--- src/soc_fabric_pkg.sv ---
package soc_fabric_pkg;

   // Native bus widths
   localparam int ADDR_W = 32;
   localparam int DATA_W = 32;
   localparam int STRB_W = DATA_W / 8;

   // Word address bits of the on-chip memories
   localparam int SRAM_ADDR_W = 8;
   localparam int ROM_ADDR_W  = 4;

   // Address map
   // Bit 31 splits SRAM from peripherals, bit 30 picks the peripheral
   localparam int N_PERIPHS      = 2;
   localparam int MEM_SEL_BIT    = 31;
   localparam int PERIPH_SEL_BIT = 30;

   // Boot control register offsets
   localparam logic [3:0] REG_CTR_OFS     = 4'h0;
   localparam logic [3:0] REG_CPU_RST_OFS = 4'h4;

   // Timer register offsets
   localparam logic [3:0] TMR_CTRL_OFS  = 4'h0;
   localparam logic [3:0] TMR_VALUE_OFS = 4'h4;

   // Boot control field
   // Only BOOT_ROM fetches from the ROM, every other value uses the SRAM
   typedef logic [1:0] boot_ctr_t;

   localparam boot_ctr_t BOOT_ROM = 2'b00;

endpackage

--- src/iob_bus_if.sv ---
`timescale 1ns/1ps

interface iob_bus_if;
   import soc_fabric_pkg::*;

   // Request
   logic              avalid;
   logic [ADDR_W-1:0] addr;
   logic [DATA_W-1:0] wdata;
   // All zero strobes mean a read
   logic [STRB_W-1:0] wstrb;

   // Response
   logic [DATA_W-1:0] rdata;
   logic              rvalid;
   logic              ready;

   modport master (
      output avalid,
      output addr,
      output wdata,
      output wstrb,
      input  rdata,
      input  rvalid,
      input  ready
   );

   modport slave (
      input  avalid,
      input  addr,
      input  wdata,
      input  wstrb,
      output rdata,
      output rvalid,
      output ready
   );

endinterface

--- src/soc_timer.sv ---
`timescale 1ns/1ps

module soc_timer (
   input  logic     clk_i,
   input  logic     rst_i,
   iob_bus_if.slave bus
);
   import soc_fabric_pkg::*;

   logic              en_q;
   logic [DATA_W-1:0] value_q;
   logic [3:0]        ofs;
   logic              rd;
   logic              wr;
   logic [DATA_W-1:0] rdata_q;
   logic              rvalid_q;

   assign ofs = bus.addr[3:0];
   assign rd  = bus.avalid && bus.ready && (bus.wstrb == '0);
   assign wr  = bus.avalid && bus.ready && (bus.wstrb != '0);

   always_ff @(posedge clk_i) begin
      if (rst_i) begin
         en_q     <= 1'b0;
         value_q  <= '0;
         rvalid_q <= 1'b0;
      end else begin
         if (wr && (ofs == TMR_CTRL_OFS)) begin
            en_q <= bus.wdata[0];
         end
         // A load wins over counting
         if (wr && (ofs == TMR_VALUE_OFS)) begin
            value_q <= bus.wdata;
         end else if (en_q) begin
            value_q <= value_q + 1'b1;
         end
         rvalid_q <= rd;
      end
   end

   // Snapshot taken at acceptance
   always_ff @(posedge clk_i) begin
      if (rd) begin
         rdata_q <= (ofs == TMR_CTRL_OFS) ? DATA_W'(en_q) : value_q;
      end
   end

   assign bus.ready  = 1'b1;
   assign bus.rdata  = rdata_q;
   assign bus.rvalid = rvalid_q;

endmodule

--- src/flat_wrapper.sv ---
// flat-port wrapper written by rule: the top's interface ports become plain ports
module soc_timer_flat import soc_fabric_pkg::*;
  (clk_i, rst_i, bus_avalid, bus_addr, bus_wdata, bus_wstrb, bus_rdata, bus_rvalid, bus_ready);
  iob_bus_if bus_i ();
  input  logic clk_i;
  input  logic rst_i;
  input wire logic [$bits(bus_i.avalid)-1:0] bus_avalid;
  input wire logic [$bits(bus_i.addr)-1:0] bus_addr;
  input wire logic [$bits(bus_i.wdata)-1:0] bus_wdata;
  input wire logic [$bits(bus_i.wstrb)-1:0] bus_wstrb;
  output wire logic [$bits(bus_i.rdata)-1:0] bus_rdata;
  output wire logic [$bits(bus_i.rvalid)-1:0] bus_rvalid;
  output wire logic [$bits(bus_i.ready)-1:0] bus_ready;
  assign bus_i.avalid = bus_avalid;
  assign bus_i.addr = bus_addr;
  assign bus_i.wdata = bus_wdata;
  assign bus_i.wstrb = bus_wstrb;
  assign bus_rdata = bus_i.rdata;
  assign bus_rvalid = bus_i.rvalid;
  assign bus_ready = bus_i.ready;
  soc_timer u_core (.clk_i(clk_i), .rst_i(rst_i), .bus(bus_i));
endmodule
--- config.mk ---
export PLATFORM = sky130hd
export DESIGN_NAME = soc_timer_flat
export DESIGN_NICKNAME = d
export VERILOG_FILES = /design/src/soc_fabric_pkg.sv /design/src/iob_bus_if.sv /design/src/soc_timer.sv /design/src/flat_wrapper.sv
export SDC_FILE = /design/constraint.sdc
export NUM_CORES = 1
export LEC_CHECK = 0
export ABC_CLOCK_PERIOD_IN_PS = 2700
export BUFFER_PORTS_ARGS = -buffer_cell sky130_fd_sc_hd__buf_2
export CAP_MARGIN = 20
export CORE_MARGIN = 2
export CORE_UTILIZATION = 40
export CTS_BUF_LIST = sky130_fd_sc_hd__clkbuf_4 sky130_fd_sc_hd__clkbuf_8
export DETAILED_ROUTE_END_ITERATION = 16
export GPL_TIMING_DRIVEN = 1
export PLACE_DENSITY_LB_ADDON = 0.2
export SYNTH_ARGS = -nofsm -noshare
export SYNTH_HDL_FRONTEND = slang
export SYNTH_SLANG_ARGS = --single-unit
--- constraint.sdc ---
create_clock -name clk_i -period 2.7 [get_ports clk_i]
set_input_delay 0.675 -clock clk_i [delete_from_list [all_inputs] [get_ports clk_i]]
set_output_delay 0.675 -clock clk_i [all_outputs]
set_load 0.02 [all_outputs]
# Word level (Yosys, flattened, before mapping)
# Index checks and enable logic that the tools add are counted.
# W data, S select, Z words.
# op_classes
add_sub_neg	1
mul	0
div	0
magnitude_cmp	0
n_eq_ne	1
shifts	0
n_mux	3
bitwise_logic	0
reduce_logical	8
# op_table
operator	n
$mux W32	2
$add A32 B1 Y32 const B	1
$logic_not A4 Y1	2
$eq A4 B3 Y1 const B	1
$logic_and A1 B1 Y1	4
$reduce_bool A4 Y1	1
$reduce_bool A2 Y1	1
$mux W1	1
# totals
reg_bits	66
latchBits	0
mem_bits_rw	0
rom_bits	0
out_inout_bits	34
wordCells	18
n_memories	0

# Longest topological paths before layout
# depth
word_depth	4
mapped_depth	6
ltp_nobuf	5

# Worst setup path after synthesis
# Ideal clock, no wire load.
# synth_timing
path_type	input-to-reg
start	in bus_wstrb[1]
end	reg u_core.rdata_q[0], in the netlist u_core.bus.rdata[0] (enable)
setup_ns	0.393
arrival_time_ns	1.747
slack_ns	0.560
path_stages	2
path_buffers	0
path_cell_list	nor4_1 and2_1
# synth_via
elab_chain_cells	2
# synth_rtl
element	line_no	rtl
start, declared	flat_wrapper.sv:10	input wire logic [$bits(bus_i.wstrb)-1:0] bus_wstrb;
$logic_not A4 Y1	soc_timer.sv:19	assign rd = bus.avalid && bus.ready && (bus.wstrb == '0);
$logic_and A1 B1 Y1	soc_timer.sv:19	
via u_core.rd	soc_timer.sv:13	logic rd;
end signal, assigned	soc_timer.sv:44	rdata_q <= (ofs == TMR_CTRL_OFS) ? DATA_W'(en_q) : value_q;
end, declared	soc_timer.sv:15	logic [DATA_W-1:0] rdata_q;
# The timed path passes the listed nets, and every way through them passes these cells.
# A chain may end at the register's enable or synchronous reset.

# Worst setup path after layout
# layout_timing
start	reg u_core.value_q[14]
end	reg u_core.value_q[28]
# layout_via
elab_chain_cells	3
# layout_rtl
element	line_no	rtl
start, declared	soc_timer.sv:11	logic [DATA_W-1:0] value_q;
start signal, assigned	soc_timer.sv:33	value_q <= bus.wdata;
start signal, assigned	soc_timer.sv:35	value_q <= value_q + 1'b1;
$add A32 B1 Y32	soc_timer.sv:35	
$mux W32	soc_timer.sv:34	end else if (en_q) begin
$mux W32	soc_timer.sv:32	if (wr && (ofs == TMR_VALUE_OFS)) begin
# Every way passes these cells. The select of a mux whose other input is x is not followed.

==> summary.txt <==
Final Slew Violations = 0
Critical Path Fanout Max = 12
vias in the first global route = 2520
final wirelength = 7810 um
ratio of final minimum period to clock period = 0.778
Worst Path Arrival = 2350 ps
Routed Antenna Nets = 0
cell taking the most area after synthesis = edfxtp_1
Post-Synth XOR/XNOR Area = 0.0270
CP startpoint kind = register
RR Startpoint = u_core.value_q[14]
status = finished clean
H-tree Lvls = 3
post-synthesis mux area share = 0.00963
Reg clk slew, reported paths = 70 ps
Synth Area in Adders = 0.00385
worst setup margin = 599 ps
Crit. End Element = register
CTS sink cnt = 66
Vias = 2792
CTS Hold Bufs = 0
DR iter-0 viols = 165
worst reg2reg setup slack = 600 ps
gpl congestion = 0.875
leakage = 1.48 nW
Max-slew headroom = 0.479
Worst Setup Path Type = reg -> reg
Synth Area per Inst = 10.2 um^2
Post-CTS Repair Setup Buffers = 0
Max Cap Viol = 0
Hold Vio Cnt, Final = 0
post-synthesis register bit count = 66
TritonCTS clock tree = built
final hold slack = 509 ps
DP HPWL = 5480 um
Compound-Gate Fraction of Synth Area = 0.144
Final Setup Violations = 0
Tmin final = 2100 ps
largest family of logic cells by synthesized area = simple AND/OR/NAND/NOR gates
DR DRC count = 0
fmax = 0.476 GHz
clock buffer depth = 2
most frequent cells in the layout = 75 x buf_2, 34 x nor2_1, 34 x dfxtp_1, 32 x edfxtp_1, 31 x nor2b_1
die area = 0.00886 mm^2
worst flop-to-flop path endpoint = u_core.value_q[28]
Overflow after GRT = 0
RSZ-0062 raised after global routing = false
CTS root buf = clkbuf_8
Critical Path RT = 2950 ps
hold crit path type = reg -> reg
largest net degree at the start of global routing = 34
post-synthesis cell count = 318
num rows = 32
# fillers = 743
initial antenna violation count = 0
Core Region = 0.00781 mm^2
Via density = 5.58
CTS resizes = 0
CP Capture Point = u_core.value_q[28]
Worst Skew = 8.69 ps
cells on worst reg2reg path = 4
Final nets = 465
post-synth top area share = 0.296
IO buf count = 75
Tot GR Track Use = 0.185
final core utilization = 0.508
TritonCTS Buffers = 9
Ports = 105
most common cell after layout, fill and taps aside = buf_2
ranking of synthesized cells by area = edfxtp_1 30%, dfxtp_1 21%, nor2b_1 6.0%, a311oi_1 4.9%, nor2_1 3.9%
Final TNS setup = 0 ps
later-pin clock latency in the skew report = 350 ps
total chip power = 0.00214 W
Mapped Nets = 390
Simple-Gate Fraction of Synth Area = 0.273
iteration count of the initial detailed-routing pass = 4
sequential share of the synthesized area = 0.505
Layout area overhead = 22.0%
pre-CTS setup slack = 373 ps
ANT cells = 0
synthesized cell area = 0.00325 mm^2
Die X = 94.1 um
Initial Util = 0.416
global-route wire length before repair = 12500 um
synth unique cells = 43
share of cells above drive strength 1 = 0.276
maximum VDD drop = 0.290 mV
die extent in y = 94.1 um
Slew @ Worst Pin = 775 ps
DR WL/cell = 15.6 um
pwr dens = 540 mW/mm^2
synth warn = 0
Crit. Startpoint = u_core.value_q[14]
==> registers in the layout (all words and copies together) (netlist names) <==
register           flops
u_core.bus.rdata      32
u_core.value_q        32
u_core.bus.rvalid      1
u_core.en_q            1
==> per-stage QoR <==
step / instance area [um^2] / cells
detailed placement: 3740 / 484
global placement: 3740 / 484
floorplan: 3250 / 318
finish: 3960 / 500
CTS: 3960 / 500
global route: 3960 / 500
==> synth_stat cells (all sizes together) <==
library cell	number
nor2b	31
nand2b	2
xor2	7
or4	11
a2111oi	2
clkbuf	11
o21ai	8
a21oi	2
mux2	1
or3	9
nand3	12
dfxtp	34
o311ai	1
o31ai	11
nand4	16
mux2i	2
a311o	2
nor4b	1
xnor2	3
a211oi	14
or4b	1
and4	6
nand4b	1
o41a	1
edfxtp	32
o211ai	1
a31oi	1
buf	10
inv	5
a311oi	18
nand2	12
and3	5
nor4	4
ha	1
conb	1
nor2	34
and2	5
==> area by class of cell <==
| type | instances | area (um^2) | area share |
|---|---|---|---|
| Multi-Input combinational cell | 226 | 1500 | 0.378 |
| Clock inverter | 7 | 103 | 0.0259 |
| Sequential cell | 66 | 1640 | 0.414 |
| Inverter | 5 | 18.8 | 0.00473 |
| Timing Repair Buffer | 85 | 450 | 0.114 |
| Tap cell | 102 | 128 | 0.0322 |
| Clock buffer | 9 | 124 | 0.0313 |
==> critical path, cell delays in order, from the launching register on <==
cell      delay (ps)
dfxtp_1          420
and4_1           300
nand4_1          410
or4_1            630
a311oi_1         250
==> kinds of logic (layout without fill, tap and decap cells) <==
group / Yosys count / count (layout)
flip-flops: 66 / 66
AND/OR/NAND/NOR: 150 / 150
XOR/XNOR: 10 / 10
adder cells (fa/ha/maj): 1 / 1
buffers and inverters: 26 / 106
other: 1 / 1
multiplexers: 3 / 3
AO/OA/AOI/OAI: 61 / 61
==> power breakdown <==
group          internal, W  switching (W)
Clock             0.000527       0.000408
Sequential         0.00107      0.0000206
Combinational    0.0000555      0.0000655
Total              0.00165       0.000494
==> layer usage <==
| metal | GRT usage | up-vias | part of all wire |
|---|---|---|---|
| met5 | 0 | - | 0 |
| met4 | 0.0773 | 0 | 0.017 |
| met3 | 0.0321 | 10 | 0.059 |
| met2 | 0.271 | 92 | 0.44 |
| met1 | 0.270 | 1315 | 0.48 |
| li1 | - | 1375 | - |
==> worst min path at each step <==
stage | start | to | cells past startpoint
after floorplan | u_core.value_q[31] | u_core.value_q[31] | 2
after global placement | u_core.value_q[31] | u_core.value_q[31] | 2
after detailed placement | u_core.value_q[31] | u_core.value_q[31] | 2
after CTS | u_core.value_q[31] | u_core.value_q[31] | 2
after global routing | u_core.value_q[31] | u_core.value_q[31] | 2
final | u_core.value_q[31] | u_core.value_q[31] | 2
No activity file was read; power rests on OpenSTA's default activity.
