[src/boot_rom.hex]
// Boot ROM image: one 32-bit word per line in hex, word address 0 to 15
00000093
00000113
800001b7
00100213
0041a023
0001a283
c0000337
00532023
00032383
fe038ee3
00000013
00000013
10500073
0040006f
ff9ff06f
0000006f

[src/soc_fabric_pkg.sv]
package soc_fabric_pkg;

   // Native bus widths
   localparam int ADDR_W = 32;
   localparam int DATA_W = 32;
   localparam int STRB_W = DATA_W / 8;

   // Word address bits of the on-chip memories
   localparam int SRAM_ADDR_W = 8;
   localparam int ROM_ADDR_W  = 4;

   // Address map
   // Bit 31 splits SRAM from peripherals, bit 30 picks the peripheral
   localparam int N_PERIPHS      = 2;
   localparam int MEM_SEL_BIT    = 31;
   localparam int PERIPH_SEL_BIT = 30;

   // Boot control register offsets
   localparam logic [3:0] REG_CTR_OFS     = 4'h0;
   localparam logic [3:0] REG_CPU_RST_OFS = 4'h4;

   // Timer register offsets
   localparam logic [3:0] TMR_CTRL_OFS  = 4'h0;
   localparam logic [3:0] TMR_VALUE_OFS = 4'h4;

   // Boot control field
   // Only BOOT_ROM fetches from the ROM, every other value uses the SRAM
   typedef logic [1:0] boot_ctr_t;

   localparam boot_ctr_t BOOT_ROM = 2'b00;

endpackage

[src/iob_bus_if.sv]
`timescale 1ns/1ps

interface iob_bus_if;
   import soc_fabric_pkg::*;

   // Request
   logic              avalid;
   logic [ADDR_W-1:0] addr;
   logic [DATA_W-1:0] wdata;
   // All zero strobes mean a read
   logic [STRB_W-1:0] wstrb;

   // Response
   logic [DATA_W-1:0] rdata;
   logic              rvalid;
   logic              ready;

   modport master (
      output avalid,
      output addr,
      output wdata,
      output wstrb,
      input  rdata,
      input  rvalid,
      input  ready
   );

   modport slave (
      input  avalid,
      input  addr,
      input  wdata,
      input  wstrb,
      output rdata,
      output rvalid,
      output ready
   );

endinterface

[src/boot_ctrl.sv]
`timescale 1ns/1ps

module boot_ctrl (
   input  logic                      clk_i,
   input  logic                      rst_i,
   iob_bus_if.slave                  dbus,
   iob_bus_if.slave                  ibus,
   output soc_fabric_pkg::boot_ctr_t boot_ctr_o,
   output logic                      cpu_rst_o
);
   import soc_fabric_pkg::*;

   boot_ctr_t         ctr_q;
   logic              cpu_rst_q;
   logic              d_rd;
   logic              d_wr;
   logic [3:0]        d_ofs;
   logic [DATA_W-1:0] d_rdata_q;
   logic              d_rvalid_q;

   logic [DATA_W-1:0] rom [2**ROM_ADDR_W];
   logic [DATA_W-1:0] i_rdata_q;
   logic              i_rvalid_q;

   initial begin
      $readmemh("/design/src/boot_rom.hex", rom);
   end

   assign d_ofs = dbus.addr[3:0];
   assign d_rd  = dbus.avalid && dbus.ready && (dbus.wstrb == '0);
   assign d_wr  = dbus.avalid && dbus.ready && (dbus.wstrb != '0);

   // Control registers
   always_ff @(posedge clk_i) begin
      if (rst_i) begin
         ctr_q      <= BOOT_ROM;
         cpu_rst_q  <= 1'b0;
         d_rvalid_q <= 1'b0;
      end else begin
         if (d_wr && (d_ofs == REG_CTR_OFS)) begin
            ctr_q <= boot_ctr_t'(dbus.wdata[1:0]);
         end
         // Strobe lasts one cycle unless written again
         cpu_rst_q  <= d_wr && (d_ofs == REG_CPU_RST_OFS) && dbus.wdata[0];
         d_rvalid_q <= d_rd;
      end
   end

   always_ff @(posedge clk_i) begin
      if (d_rd) begin
         d_rdata_q <= (d_ofs == REG_CTR_OFS) ? DATA_W'(ctr_q) : '0;
      end
   end

   // Boot ROM on the instruction side
   always_ff @(posedge clk_i) begin
      i_rdata_q <= rom[ibus.addr[ROM_ADDR_W+1:2]];
      if (rst_i) begin
         i_rvalid_q <= 1'b0;
      end else begin
         i_rvalid_q <= ibus.avalid && ibus.ready;
      end
   end

   assign dbus.ready  = 1'b1;
   assign dbus.rdata  = d_rdata_q;
   assign dbus.rvalid = d_rvalid_q;

   assign ibus.ready  = 1'b1;
   assign ibus.rdata  = i_rdata_q;
   assign ibus.rvalid = i_rvalid_q;

   assign boot_ctr_o = ctr_q;
   // Processor held in reset with the fabric, then pulsed by software
   assign cpu_rst_o  = rst_i | cpu_rst_q;

endmodule

[src/flat_wrapper.sv]
// flat-port wrapper written by rule: the top's interface ports become plain ports
module boot_ctrl_flat import soc_fabric_pkg::*;
  (clk_i, rst_i, boot_ctr_o, cpu_rst_o, dbus_avalid, dbus_addr, dbus_wdata, dbus_wstrb, dbus_rdata, dbus_rvalid, dbus_ready, ibus_avalid, ibus_addr, ibus_wdata, ibus_wstrb, ibus_rdata, ibus_rvalid, ibus_ready);
  iob_bus_if dbus_i ();
  iob_bus_if ibus_i ();
  input  logic clk_i;
  input  logic rst_i;
  output soc_fabric_pkg::boot_ctr_t boot_ctr_o;
  output logic cpu_rst_o;
  input wire logic [$bits(dbus_i.avalid)-1:0] dbus_avalid;
  input wire logic [$bits(dbus_i.addr)-1:0] dbus_addr;
  input wire logic [$bits(dbus_i.wdata)-1:0] dbus_wdata;
  input wire logic [$bits(dbus_i.wstrb)-1:0] dbus_wstrb;
  output wire logic [$bits(dbus_i.rdata)-1:0] dbus_rdata;
  output wire logic [$bits(dbus_i.rvalid)-1:0] dbus_rvalid;
  output wire logic [$bits(dbus_i.ready)-1:0] dbus_ready;
  input wire logic [$bits(ibus_i.avalid)-1:0] ibus_avalid;
  input wire logic [$bits(ibus_i.addr)-1:0] ibus_addr;
  input wire logic [$bits(ibus_i.wdata)-1:0] ibus_wdata;
  input wire logic [$bits(ibus_i.wstrb)-1:0] ibus_wstrb;
  output wire logic [$bits(ibus_i.rdata)-1:0] ibus_rdata;
  output wire logic [$bits(ibus_i.rvalid)-1:0] ibus_rvalid;
  output wire logic [$bits(ibus_i.ready)-1:0] ibus_ready;
  assign dbus_i.avalid = dbus_avalid;
  assign dbus_i.addr = dbus_addr;
  assign dbus_i.wdata = dbus_wdata;
  assign dbus_i.wstrb = dbus_wstrb;
  assign dbus_rdata = dbus_i.rdata;
  assign dbus_rvalid = dbus_i.rvalid;
  assign dbus_ready = dbus_i.ready;
  assign ibus_i.avalid = ibus_avalid;
  assign ibus_i.addr = ibus_addr;
  assign ibus_i.wdata = ibus_wdata;
  assign ibus_i.wstrb = ibus_wstrb;
  assign ibus_rdata = ibus_i.rdata;
  assign ibus_rvalid = ibus_i.rvalid;
  assign ibus_ready = ibus_i.ready;
  boot_ctrl u_core (.clk_i(clk_i), .rst_i(rst_i), .dbus(dbus_i), .ibus(ibus_i), .boot_ctr_o(boot_ctr_o), .cpu_rst_o(cpu_rst_o));
endmodule
[config.mk]
export PLATFORM = sky130hd
export DESIGN_NAME = boot_ctrl_flat
export DESIGN_NICKNAME = d
export VERILOG_FILES = /design/src/soc_fabric_pkg.sv /design/src/iob_bus_if.sv /design/src/boot_ctrl.sv /design/src/flat_wrapper.sv
export SDC_FILE = /design/constraint.sdc
export NUM_CORES = 1
export LEC_CHECK = 0
export BUFFER_PORTS_ARGS = -buffer_cell sky130_fd_sc_hd__buf_2
export CAP_MARGIN = 20
export CORE_AREA = 2 2 82 84
export CTS_CLUSTER_DIAMETER = 100
export DETAILED_ROUTE_END_ITERATION = 10
export DIE_AREA = 0 0 84 86
export HOLD_SLACK_MARGIN = 0.02
export PLACE_DENSITY = 0.51
export SYNTH_ARGS = -nofsm -noshare
export SYNTH_HDL_FRONTEND = slang
export SYNTH_SLANG_ARGS = --single-unit
[constraint.sdc]
create_clock -name clk_i -period 1.45 [get_ports clk_i]
set_clock_uncertainty 0.1 [all_clocks]
set_input_delay 0 -clock clk_i [delete_from_list [all_inputs] [get_ports clk_i]]
set_output_delay 0 -clock clk_i [all_outputs]
set_load 0.01 [all_outputs]
Word-level counts from Yosys, hierarchy flattened:

Cells that the tools add are included.

* flip-flop bits (word level): 69
* output and inout bits: 71

* eq/ne operators: 1
* bitwise operators: 1
* reduce and logical (&&, ||, !) cells: 8

Operators with widths (number)
* 4-bit logical NOT: 2
* 1-bit logical AND: 5
* 4-bit by 3-bit equality test with 1-bit output, second input constant: 1
* 4-bit nonzero test: 1
* 1-bit OR: 1

Logic depth before layout (Yosys ltp):

Gate-level depths: netlist of run 1.

* word-level depth: 4
* mapped depth: 3

Least setup slack after synthesis of run 1:

No wires, ideal clock.

* kind: input to register
* start: in dbus_wstrb[1]
* end: reg u_core.ctr_q[0] (netlist: u_core.boot_ctr_o[0])
* arrival: 802 ps
* required time: 1232 ps
* setup slack: 430 ps
* stages on the path: 3
* buffers on the path: 0
* path through: or4_4 and3_4 mux2i_1

* longest elaborated chain between the ends: 3

RTL lines
* start, declared: RTL line flat_wrapper.sv:13 `input wire logic [$bits(dbus_i.wstrb)-1:0] dbus_wstrb;`
* 4-bit nonzero test: RTL line boot_ctrl.sv:31 `assign d_wr = dbus.avalid && dbus.ready && (dbus.wstrb != '0);`
* 1-bit logical AND: RTL line boot_ctrl.sv:31
* 1-bit logical AND: RTL line boot_ctrl.sv:40 `if (d_wr && (d_ofs == REG_CTR_OFS)) begin`
* end signal, assigned: RTL line boot_ctrl.sv:41 `ctr_q <= boot_ctr_t'(dbus.wdata[1:0]);`
* end, declared: RTL line boot_ctrl.sv:13 `boot_ctr_t ctr_q;`

No other way between the ends.
A chain may end at the register's enable or synchronous reset.

Worst setup path in the final report of run 1:

* start: in rst_i
* end: reg u_core.d_rvalid_q (netlist: u_core.dbus.rvalid)

RTL lines
* start, declared: RTL line flat_wrapper.sv:7 `input logic rst_i;`
* end signal, assigned: RTL line boot_ctrl.sv:45 `d_rvalid_q <= d_rd;`
* end, declared: RTL line boot_ctrl.sv:19 `logic d_rvalid_q;`

No word-level cell between the ends.

==> PnR_summary.wiki, run 1 <==
{| class="wikitable"
! Metric !! Value
|-
| Synthesized area per cell || 8.68 sq um
|-
| # IOs || 211
|-
| Total count of max-transition violations in the final report || 0
|-
| Die Footprint || 0.00722 sq mm
|-
| Critical path peak fanout || 8
|-
| Final setup viols || 0
|-
| Net Switching || 0.000185 W
|-
| Total iterations of the first detailed-routing run || 2
|-
| Total number of placement rows || 29
|-
| Ratio of cells with drive above 1 in the final layout || 25.0%
|-
| Via count || 534
|-
| Iter 0 DRT Violations || 9
|-
| Highest clock rate || 0.723 GHz
|-
| Crit path time final || 1.38 ns
|-
| Number of synthesized register bits || 7
|-
| Cell area after synthesis || 798 sq um
|-
| CTS Sinks || 7
|-
| Layout area overhead || 18.3%
|-
| Outcome || finished clean
|-
| Startpoint of the most critical hold path || dbus_avalid
|-
| Sequential area share after synthesis || 20.1%
|-
| Most common cell on crit path || dlygate4sd3_1
|-
| Count of input and output buffers || 20
|-
| Largest stage delay on the critical path || 0.56 ns
|-
| Detailed Place HPWL || 867 um
|-
| Type of the tightest min-delay check || input pin to flop
|-
| Postcts setup bufs || 0
|-
| Count of final hold-check violations || 0
|-
| Type of the setup path with the least slack || input pin to flop
|-
| Master of the slowest instance on the critical path || dlygate4sd3_1
|-
| P per Cell Area || 665 mW/mm^2
|-
| Sum of overflow across all layers after global routing || 0
|-
| Global placement routability congestion || 0.759
|-
| Maximum ir drop on the vdd rail || 0.000386 V
|-
| Total global-route track usage || 3.23%
|-
| Required time of the critical path || 1.52 ns
|-
| Num CTS Buffers || 3
|-
| Accumulated negative setup slack || 0 ns
|-
| Core Area || 0.00628 sq mm
|-
| Final-layout fill cell count || 700
|-
| Number of antenna cells inserted || 0
|-
| Max H-tree Level || 1
|-
| Vias in the first global route || 406
|-
| Setup crit start kind || input pin
|-
| Remaining DRCs || 0
|-
| Crit path from || rst_i
|-
| CP Cell Sequence || dlygate4sd3_1, buf_2, nor3b_1, dlygate4sd3_1
|-
| Buffers from clock root to sink, at most || 2
|-
| Max-cap violations || 0
|-
| Top area cells in the synthesized netlist || buf_4, dfxtp_1, edfxtp_1
|-
| X dimension of the die || 84 um
|-
| Cell variety after synth || 16
|-
| TritonCTS clock tree || yes
|-
| Post-detailed-routing wire length || 1.27 mm
|-
| Detail Route Antenna Nets || 0
|-
| Arrival time of the worst setup path || 1.45 ns
|-
| Reg clk slew, reported paths || 0.04 ns
|-
| Endpoint type of the worst setup path || flop
|-
| Non-filler cells in the finished layout || 205
|-
| Largest net degree at the start of global routing || 9
|-
| Starting utilization of the core area || 12.7%
|-
| Clock latency on the worst-skew pair || 0.22 ns
|-
| Mean number of vias per cell || 2.60
|-
| Synth Instances || 92
|-
| Number of warnings reported in the yosys synthesis log || 0
|-
| Library cell used as clock root buffer || clkbuf_8
|-
| Share of Yosys cell area claimed by the top area cell type || 60.2%
|-
| FF-to-FF Start || u_core.boot_ctr_o[1]$_SDFFE_PP0P_
|-
| Final-stage net count || 269
|-
| First-pass GRT wire length || 1.77 mm
|-
| Wire per inst || 6.20 um
|-
| Die Y || 86 um
|-
| Final clock period utilization by the worst path || 95.4%
|-
| Sequential Power Share || 32.8%
|-
| Number of antenna violations at the first check in global routing || 0
|-
| Static leakage power || 0.476 nW
|-
| Total placed cells including tap cells || 187
|-
| Part of the power in the clock network || 43.2%
|-
| Part of the power in combinational logic || 24.1%
|-
| RSZ-0062 raised after global routing || no
|-
| Post-synth top area cell || buf_4
|-
| Cell-internal power || 0.000443 W
|-
| Switching share of total power || 29.5%
|}
flip-flops by register name, summed over array words and instances, names as in the netlist:
signal and cells:
u_core.boot_ctr_o 2, u_core.cpu_rst_q 1, u_core.dbus.rdata 2, u_core.dbus.rvalid 1
u_core.ibus.rvalid 1
through the flow:
| stage | hold slack [ns] | utilization (%) | cell area (sq um) | total power (W) | setup slack (ns) |
|---|---|---|---|---|---|
| 2_1_floorplan | -0.0284 | - | 1030 | 0.000424 | 0.430 |
| 3_3_place_gp | 0.117 | 11.9 | 747 | 0.000324 | 0.285 |
| 3_5_place_dp | 0.123 | 11.9 | 747 | 0.000324 | 0.278 |
| 4_1_cts | 0.0690 | 14.8 | 932 | 0.000629 | 0.0183 |
| 5_1_grt | 0.0860 | 15.0 | 945 | 0.000666 | 0.0222 |
| 6_report | 0.0691 | 15.0 | 945 | 0.000628 | 0.0674 |
per-layer routing:
metal / share of wire, % / up-vias / track usage (%)
li1: - / 234 / -
met1: 32 / 232 / 2.65
met2: 46 / 64 / 5.82
met3: 20 / 4 / 1.35
met4: 2.7 / 0 / 3.08
met5: 0 / - / 0
cell families after synthesis:
logic type	share of synthesized area, %
buffers and inverters	60.2
flip-flops	20.1
multiplexers	2.51
other	0.941
AND/OR/NAND/NOR	16.3
cells in the final DEF (no fill, tap or decap), types with 2 or more instances in the layout:
cell type	netlist	layout
and2_1	3	3
nor4_2	0	2
clkbuf_8	0	3
edfxtp_1	2	2
buf_2	0	20
dfxtp_1	5	5
or2b_2	4	4
mux2i_1	2	2
dlygate4sd3_1	0	14
conb_1	2	64
final timing paths:
check,end,slack (ns),depth (start not counted)
worst min-delay path,u_core.dbus.rdata[0]$_SDFFCE_PP0P_,0.07,2
worst min register to register,u_core.dbus.rdata[0]$_SDFFCE_PP0P_,0.46,1
worst max-delay path,u_core.dbus.rvalid$_SDFF_PP0_,0.07,4
worst max register to register,u_core.boot_ctr_o[1]$_SDFFE_PP0P_,0.53,2
power by group through the flow:
| stage | Clock [W] | Sequential, W | Combinational [W] |
|---|---|---|---|
| global route | 0.000295 | 0.000206 | 0.000166 |
| floorplan | 0 | 0.000211 | 0.000213 |
| global placement | 0 | 0.000209 | 0.000115 |
| finish | 0.000271 | 0.000206 | 0.000151 |
| detailed placement | 0 | 0.000209 | 0.000115 |
| CTS | 0.000280 | 0.000206 | 0.000143 |
worst max-delay path, delay by kind of cell:
family	cells	cell delay [ns]
buf+inv	3	1.27
simple gates	1	0.19
final cells by class:
cell class	count	area [sq um]	share of cell area (%)
well taps	77	96.3	10.2
multi-input cells	83	403	42.6
repair buffers	34	240	25.4
flip-flops and latches	7	160	17.0
clock buffers	4	45.0	4.77
cell usage after synthesis:
cell and n:
or2_2 1, conb_1 2, dfxtp_1 5, buf_4 64
nor4_1 2, or2b_2 4, and2_1 3, nor2b_1 1
mux2i_1 2, nor3b_1 1, nand4b_1 1, edfxtp_1 2
nor4b_1 1, or4_4 1, and3_4 1, nor2_1 1
repair_timing:
item | 4_1_cts | 5_1_grt
hold buffers | 14 | 0
resized for setup | 0 | 2
endpoints found under the hold margin | 4 | 0
setup endpoints to repair | 0 | 4
Note: power is estimated with default switching activity, not from simulation.
==> run 2, diff against run 1 <==
--- a/config.mk
+++ b/config.mk
@@ -6,13 +6,12 @@
 export NUM_CORES = 1
 export LEC_CHECK = 0
 export BUFFER_PORTS_ARGS = -buffer_cell sky130_fd_sc_hd__buf_2
-export CAP_MARGIN = 20
-export CORE_AREA = 2 2 82 84
+export CORE_AREA = 2 2 83 85
 export CTS_CLUSTER_DIAMETER = 100
 export DETAILED_ROUTE_END_ITERATION = 10
-export DIE_AREA = 0 0 84 86
+export DIE_AREA = 0 0 85 87
 export HOLD_SLACK_MARGIN = 0.02
-export PLACE_DENSITY = 0.51
+export PLACE_DENSITY = 0.5
 export SYNTH_ARGS = -nofsm -noshare
 export SYNTH_HDL_FRONTEND = slang
 export SYNTH_SLANG_ARGS = --single-unit
==> constraint.sdc (replaced) <==
create_clock -name clk_i -period 1.71 [get_ports clk_i]
set_clock_uncertainty 0.1 [all_clocks]
set_input_delay 0 -clock clk_i [delete_from_list [all_inputs] [get_ports clk_i]]
set_output_delay 0 -clock clk_i [all_outputs]
set_load 0.01 [all_outputs]
==> run 2 against run 1 <==
Register-to-register slack better by 0.26 ns. Clock power is 13% lower. Critical path depth is 1 higher. Combinational power is 25% lower. Largest cell class unchanged.
==> PnR_summary.wiki, run 2 (same netlist as run 1, synthesis figures left out) <==
{| class="wikitable"
! Metric !! Value
|-
| Sum of overflow across all layers after global routing || 0 (unchanged)
|-
| Global placement routability congestion || 0.724 (-4.6%)
|-
| Vias in the first global route || 372 (-8.4%)
|-
| Largest net degree at the start of global routing || 9 (unchanged)
|-
| Part of the power in the clock network || 45.2% (+2.0 points)
|-
| Sequential Power Share || 33.3% (+0.5 points)
|-
| Buffers from clock root to sink, at most || 2 (unchanged)
|-
| Maximum ir drop on the vdd rail || 0.000289 V (-25%)
|-
| Total number of placement rows || 30 (+3.4%)
|-
| Most frequent standard cell in the layout excluding fill and tap cells || conb_1
|-
| Part of the power in combinational logic || 21.6% (-2.5 points)
|-
| Util after Layout || 13.5% (-1.6 points)
|-
| CTS Sinks || 7 (unchanged)
|-
| Detail Route Antenna Nets || 0 (unchanged)
|-
| Setup crit start kind || input pin
|-
| Detailed Place HPWL || 860 um (-0.74%)
|-
| Arrival time of the worst setup path || 1.57 ns (+0.12 ns)
|-
| Outcome || finished clean
|-
| Layout area overhead || 11.0%
|-
| Accumulated negative setup slack || 0 ns (unchanged)
|-
| Tot Pwr || 0.000524 W (-17%)
|-
| Final clock period utilization by the worst path || 90.0%
|-
| Commonest cells after routing, fill and taps aside || conb_1, buf_2, dlygate4sd3_1, dfxtp_1, or2b_2
|-
| Endpoint type of the worst setup path || flop
|-
| Max-cap violations || 0 (unchanged)
|-
| RSZ-0062 raised after global routing || no
|-
| # IOs || 211 (unchanged)
|-
| P per Cell Area || 592 mW/mm^2 (-11%)
|-
| Core Area || 0.00657 sq mm (+4.6%)
|-
| Via count || 504 (-5.6%)
|-
| Final-layout fill cell count || 743 (+6.1%)
|-
| X dimension of the die || 85 um (+1.2%)
|-
| Number of antenna cells inserted || 0 (unchanged)
|-
| Count of input and output buffers || 20 (unchanged)
|-
| Switching share of total power || 30.2% (+0.73 points)
|-
| Num CTS Buffers || 3 (unchanged)
|-
| Critical path peak fanout || 2 (-6)
|-
| Count of cells along the worst hold path || 3 (+1)
|-
| Type of the setup path with the least slack || input pin to flop
|-
| Net Switching || 0.000158 W (-14%)
|-
| R2R depth || 2 (unchanged)
|-
| Type of the tightest min-delay check || input pin to flop
|-
| Count of final hold-check violations || 0 (unchanged)
|-
| Library cell used as clock root buffer || clkbuf_8
|-
| Total count of max-transition violations in the final report || 0 (unchanged)
|-
| Wire per inst || 5.46 um (-12%)
|-
| Total iterations of the first detailed-routing run || 4 (+2)
|-
| Post-detailed-routing wire length || 1.11 mm (-13%)
|-
| Die Y || 87 um (+1.2%)
|-
| TritonCTS clock tree || yes
|-
| Clock latency on the worst-skew pair || 0.23 ns (about the same)
|-
| Final-stage net count || 264 (-1.9%)
|-
| First-pass GRT wire length || 1.51 mm (-14%)
|-
| Reg clk slew, reported paths || 0.04 ns (about the same)
|-
| Required time of the critical path || 1.74 ns (+0.22 ns)
|-
| Remaining DRCs || 0 (unchanged)
|-
| Total global-route track usage || 2.85% (-0.39 points)
|-
| Final setup viols || 0 (unchanged)
|-
| Ratio of cells with drive above 1 in the final layout || 24.4% (-0.61 points)
|-
| Number of antenna violations at the first check in global routing || 0 (unchanged)
|-
| Max H-tree Level || 1 (unchanged)
|-
| Starting utilization of the core area || 12.2% (-0.56 points)
|-
| Die Footprint || 0.00740 sq mm (+2.4%)
|-
| Mean number of vias per cell || 2.48 (-4.7%)
|-
| Cell-internal power || 0.000366 W (-17%)
|-
| Static leakage power || 0.454 nW (-4.6%)
|-
| Highest clock rate || 0.650 GHz
|-
| Crit path time final || 1.54 ns
|-
| Iter 0 DRT Violations || 6 (-3)
|}
run 2: worst paths after layout:
check	start	endpoint	slack, ns
worst min register to register	u_core.boot_ctr_o[1]$_SDFFE_PP0P_	u_core.dbus.rdata[1]$_SDFFCE_PP0P_	0.47
worst min-delay path	dbus_wdata[0]	u_core.boot_ctr_o[0]$_SDFFE_PP0P_	0.03
worst max register to register	u_core.boot_ctr_o[1]$_SDFFE_PP0P_	u_core.boot_ctr_o[1]$_SDFFE_PP0P_	0.79
worst max-delay path	dbus_wstrb[2]	u_core.cpu_rst_q$_SDFF_PP0_	0.17
run 2: power by group through the flow:
stage          registers (W)  clock network [W]  logic [W]
4_1_cts             0.000174           0.000251   0.000110
3_5_place_dp        0.000177                  0  0.0000978
3_3_place_gp        0.000177                  0  0.0000973
6_report            0.000174           0.000237   0.000113
5_1_grt             0.000175           0.000255   0.000126
2_1_floorplan       0.000179                  0   0.000181
run 2: final cells by class:
class | count | area, sq um | area share (%)
clock buffer | 4 | 45.0 | 5.08
multi-input combinational | 83 | 390 | 44.1
sequential | 7 | 160 | 18.1
tap | 80 | 100 | 11.3
timing repair buffer | 29 | 190 | 21.5
run 2: metal layers:
| layer | routed length, um | track usage, % |
|---|---|---|
| met4 | 74 | 4.76 |
| met3 | 258 | 0.664 |
| met2 | 484 | 4.69 |
| met5 | 0 | 0 |
| met1 | 293 | 2.16 |
run 2: per-stage QoR:
step	setup slack, ns	instance area [sq um]	hold WS, ns	std cells
floorplan	0.690	1030	-0.0284	154
global placement	0.546	751	0.113	190
detailed placement	0.542	751	0.126	190
CTS	0.198	886	0.0290	203
global route	0.0779	886	0.0402	203
finish	0.171	886	0.0317	203
run 2: timing repair:
| action | 4_1_cts | 5_1_grt |
|---|---|---|
| setup buffers | 0 | 0 |
| hold buffers | 9 | 0 |
| gates resized for setup | 0 | 0 |
| hold endpoints to repair | 4 | 0 |
run 2: worst max-delay path, cell delays in order:
cell and delay, ns:
buf_2 0.10, dlygate4sd3_1 0.55, nor4_1 0.25, dlygate4sd3_1 0.61, nor2_1 0.05
==> run 3, diff against run 2 <==
--- a/config.mk
+++ b/config.mk
@@ -6,12 +6,14 @@
 export NUM_CORES = 1
 export LEC_CHECK = 0
 export BUFFER_PORTS_ARGS = -buffer_cell sky130_fd_sc_hd__buf_2
-export CORE_AREA = 2 2 83 85
+export CELL_PAD_IN_SITES_DETAIL_PLACEMENT = 1
+export CELL_PAD_IN_SITES_GLOBAL_PLACEMENT = 2
+export CORE_AREA = 2 2 93 95
 export CTS_CLUSTER_DIAMETER = 100
 export DETAILED_ROUTE_END_ITERATION = 10
-export DIE_AREA = 0 0 85 87
+export DIE_AREA = 0 0 95 97
 export HOLD_SLACK_MARGIN = 0.02
-export PLACE_DENSITY = 0.5
+export PLACE_DENSITY = 0.95
 export SYNTH_ARGS = -nofsm -noshare
 export SYNTH_HDL_FRONTEND = slang
 export SYNTH_SLANG_ARGS = --single-unit
==> run 3 against run 2 <==
Worst hold slack worse by 0.0049 ns. Setup slack lost 0.065 ns. Fmax fell by 4.0%. Core utilization fell by 1.5 points. Sequential cell count unchanged. Critical endpoint unchanged. Sequential power is essentially flat.
==> PnR_summary.wiki, run 3 (same netlist as run 1, synthesis figures left out) <==
{| class="wikitable"
! Metric !! Value
|-
| Layout area overhead || 21.9%
|-
| Wire per inst || 6.74 um (+23%)
|-
| TritonCTS clock tree || yes
|-
| Static leakage power || 0.475 nW (+4.7%)
|-
| Sum of overflow across all layers after global routing || 0 (unchanged)
|-
| Area after DPL || 782 sq um (+4.2%)
|-
| Vias in the first global route || 417 (+12%)
|-
| Endpoint type of the worst setup path || flop
|-
| Register-to-register setup slack || 0.77 ns (-0.02 ns)
|-
| Type of the tightest min-delay check || input pin to flop
|-
| Core Area || 0.00813 sq mm (+24%)
|-
| Crit path time final || 1.60 ns (+0.0647 ns)
|-
| X dimension of the die || 95 um (+12%)
|-
| RSZ-0062 raised after global routing || no
|-
| Max-cap violations || 0 (unchanged)
|-
| Total global-route track usage || 2.56% (-0.29 points)
|-
| Total iterations of the first detailed-routing run || 1 (-3)
|-
| Iter 0 DRT Violations || 0 (-6)
|-
| Terminating pin of the worst hold path || u_core.boot_ctr_o[1]$_SDFFE_PP0P_
|-
| Crit path max-delay family || buffers and inverters
|-
| Library cell used as clock root buffer || clkbuf_8
|-
| Ratio of cells with drive above 1 in the final layout || 24.2% (-0.17 points)
|-
| Area of all placed cells without fillers || 973 sq um (+9.9%)
|-
| Global placement routability congestion || 0.594 (-18%)
|-
| Total count of max-transition violations in the final report || 0 (unchanged)
|-
| Highest clock rate || 0.623 GHz (-4.0%)
|-
| FF-to-FF Start || u_core.boot_ctr_o[0]$_SDFFE_PP0P_
|-
| Maximum ir drop on the vdd rail || 0.000131 V (-55%)
|-
| Clock latency on the worst-skew pair || 0.23 ns (about the same)
|-
| CTS Sinks || 7 (unchanged)
|-
| Most common cell on crit path || dlygate4sd3_1
|-
| Remaining DRCs || 0 (unchanged)
|-
| Arrival time of the worst setup path || 1.62 ns (+0.05 ns)
|-
| Final-stage net count || 269 (+1.9%)
|-
| Startpoint of the most critical hold path || dbus_wdata[1]
|-
| Reg clk slew, reported paths || 0.04 ns (about the same)
|-
| Endpoint of the lowest-slack register-to-register path || u_core.boot_ctr_o[0]$_SDFFE_PP0P_
|-
| Master of the slowest instance on the critical path || dlygate4sd3_1
|-
| Max H-tree Level || 1 (unchanged)
|-
| Die Y || 97 um (+11%)
|-
| Post-detailed-routing wire length || 1.57 mm (+42%)
|-
| Postcts setup bufs || 0 (unchanged)
|-
| # IOs || 211 (unchanged)
|-
| Outcome || finished clean
|-
| Total area of sequential cells || 160 sq um (unchanged)
|-
| Most frequent standard cell in the layout excluding fill and tap cells || conb_1
|-
| Number of antenna violations at the first check in global routing || 0 (unchanged)
|-
| Setup crit start kind || input pin
|-
| R2R depth || 2 (unchanged)
|-
| Area occupied by multi-input gates || 397 sq um (+1.6%)
|-
| Final-layout fill cell count || 994 (+34%)
|-
| Number of buffers and inverters on the critical path || 3 (unchanged)
|-
| Detail Route Antenna Nets || 0 (unchanged)
|-
| Largest stage delay on the critical path || 0.59 ns (-0.02 ns)
|-
| Buffers from clock root to sink, at most || 2 (unchanged)
|-
| Number of antenna cells inserted || 0 (unchanged)
|-
| Starting utilization of the core area || 9.81% (-2.3 points)
|-
| Die Footprint || 0.00922 sq mm (+25%)
|-
| Mean number of vias per cell || 2.24 (-9.6%)
|-
| Count of input and output buffers || 20 (unchanged)
|-
| P per Cell Area || 555 mW/mm^2 (-6.2%)
|-
| Critical path peak fanout || 2 (unchanged)
|-
| Final clock period utilization by the worst path || 93.8% (+3.8 points)
|-
| CP Cell Sequence || dlygate4sd3_1, buf_2, nor4_2, dlygate4sd3_1, nor2_1
|-
| Count of final hold-check violations || 0 (unchanged)
|-
| Accumulated negative setup slack || 0 ns (unchanged)
|-
| Num CTS Buffers || 3 (unchanged)
|-
| Commonest cells after routing, fill and taps aside || conb_1, buf_2, dlygate4sd3_1, dfxtp_1, or2b_2
|-
| Count of cells along the worst hold path || 3 (unchanged)
|-
| Detailed Place HPWL || 1.06 mm (+23%)
|-
| Total number of placement rows || 33 (+10%)
|-
| Largest net degree at the start of global routing || 9 (unchanged)
|-
| Required time of the critical path || 1.73 ns (about the same)
|-
| Type of the setup path with the least slack || input pin to flop
|-
| First-pass GRT wire length || 1.77 mm (+17%)
|-
| Final setup viols || 0 (unchanged)
|-
| Via count || 523 (+3.8%)
|}
==> run 3: through the flow <==
step / setup slack, ns / hold WS (ns) / utilization [%] / total power (W) / std cells
after floorplan: 0.690 / -0.0284 / - / 0.000359 / 154
after global placement: 0.555 / 0.123 / 9.61 / 0.000274 / 215
after detailed placement: 0.516 / 0.125 / 9.61 / 0.000276 / 215
after CTS: 0.0998 / 0.0240 / 11.9 / 0.000539 / 233
after global routing: 0.0615 / 0.0448 / 12.0 / 0.000563 / 233
final: 0.106 / 0.0268 / 12.0 / 0.000540 / 233
==> run 3: power by group <==
group | internal [W] | switching (W)
Sequential | 0.000174 | 0.00000102
Clock | 0.000161 | 0.0000737
Combinational | 0.0000414 | 0.0000893
Total | 0.000376 | 0.000164
==> run 3: worst register-to-register path: stages, from the launching register on <==
cell     delay (ns)
dfxtp_1        0.34
or2b_2         0.30
mux2i_1        0.13
==> run 3: final cells by class <==
class / instances / share of cell area (%)
Timing Repair Buffer: 34 / 24.7
Tap cell: 105 / 13.5
Multi-Input combinational cell: 83 / 40.7
Clock buffer: 4 / 4.63
Sequential cell: 7 / 16.5
==> run 3: repair_timing <==
item | 4_1_cts | 5_1_grt
hold buffers | 14 | 0
resized for setup | 0 | 1
endpoints found under the hold margin | 3 | 0
setup endpoints to repair | 0 | 1
==> run 3: per-layer routing <==
metal / share of wire, % / up-vias / GRT usage [%]
met5: 0 / - / 0
met4: 2.0 / 0 / 1.67
li1: - / 233 / -
met3: 14 / 2 / 0.312
met1: 28 / 225 / 1.32
met2: 56 / 63 / 6.22
==> run 3: worst max-delay path by stage <==
stage / startpoint / end / slack, ns / cells after the start
detailed placement: dbus_addr[3] / u_core.boot_ctr_o[0]$_SDFFE_PP0P_ / 0.52 / 4
floorplan: dbus_wstrb[1] / u_core.boot_ctr_o[0]$_SDFFE_PP0P_ / 0.69 / 3
finish: dbus_wstrb[0] / u_core.cpu_rst_q$_SDFF_PP0_ / 0.11 / 5
CTS: dbus_wstrb[1] / u_core.cpu_rst_q$_SDFF_PP0_ / 0.1 / 5
global placement: dbus_wstrb[1] / u_core.boot_ctr_o[0]$_SDFFE_PP0P_ / 0.55 / 4
global route: dbus_wstrb[0] / u_core.cpu_rst_q$_SDFF_PP0_ / 0.06 / 5
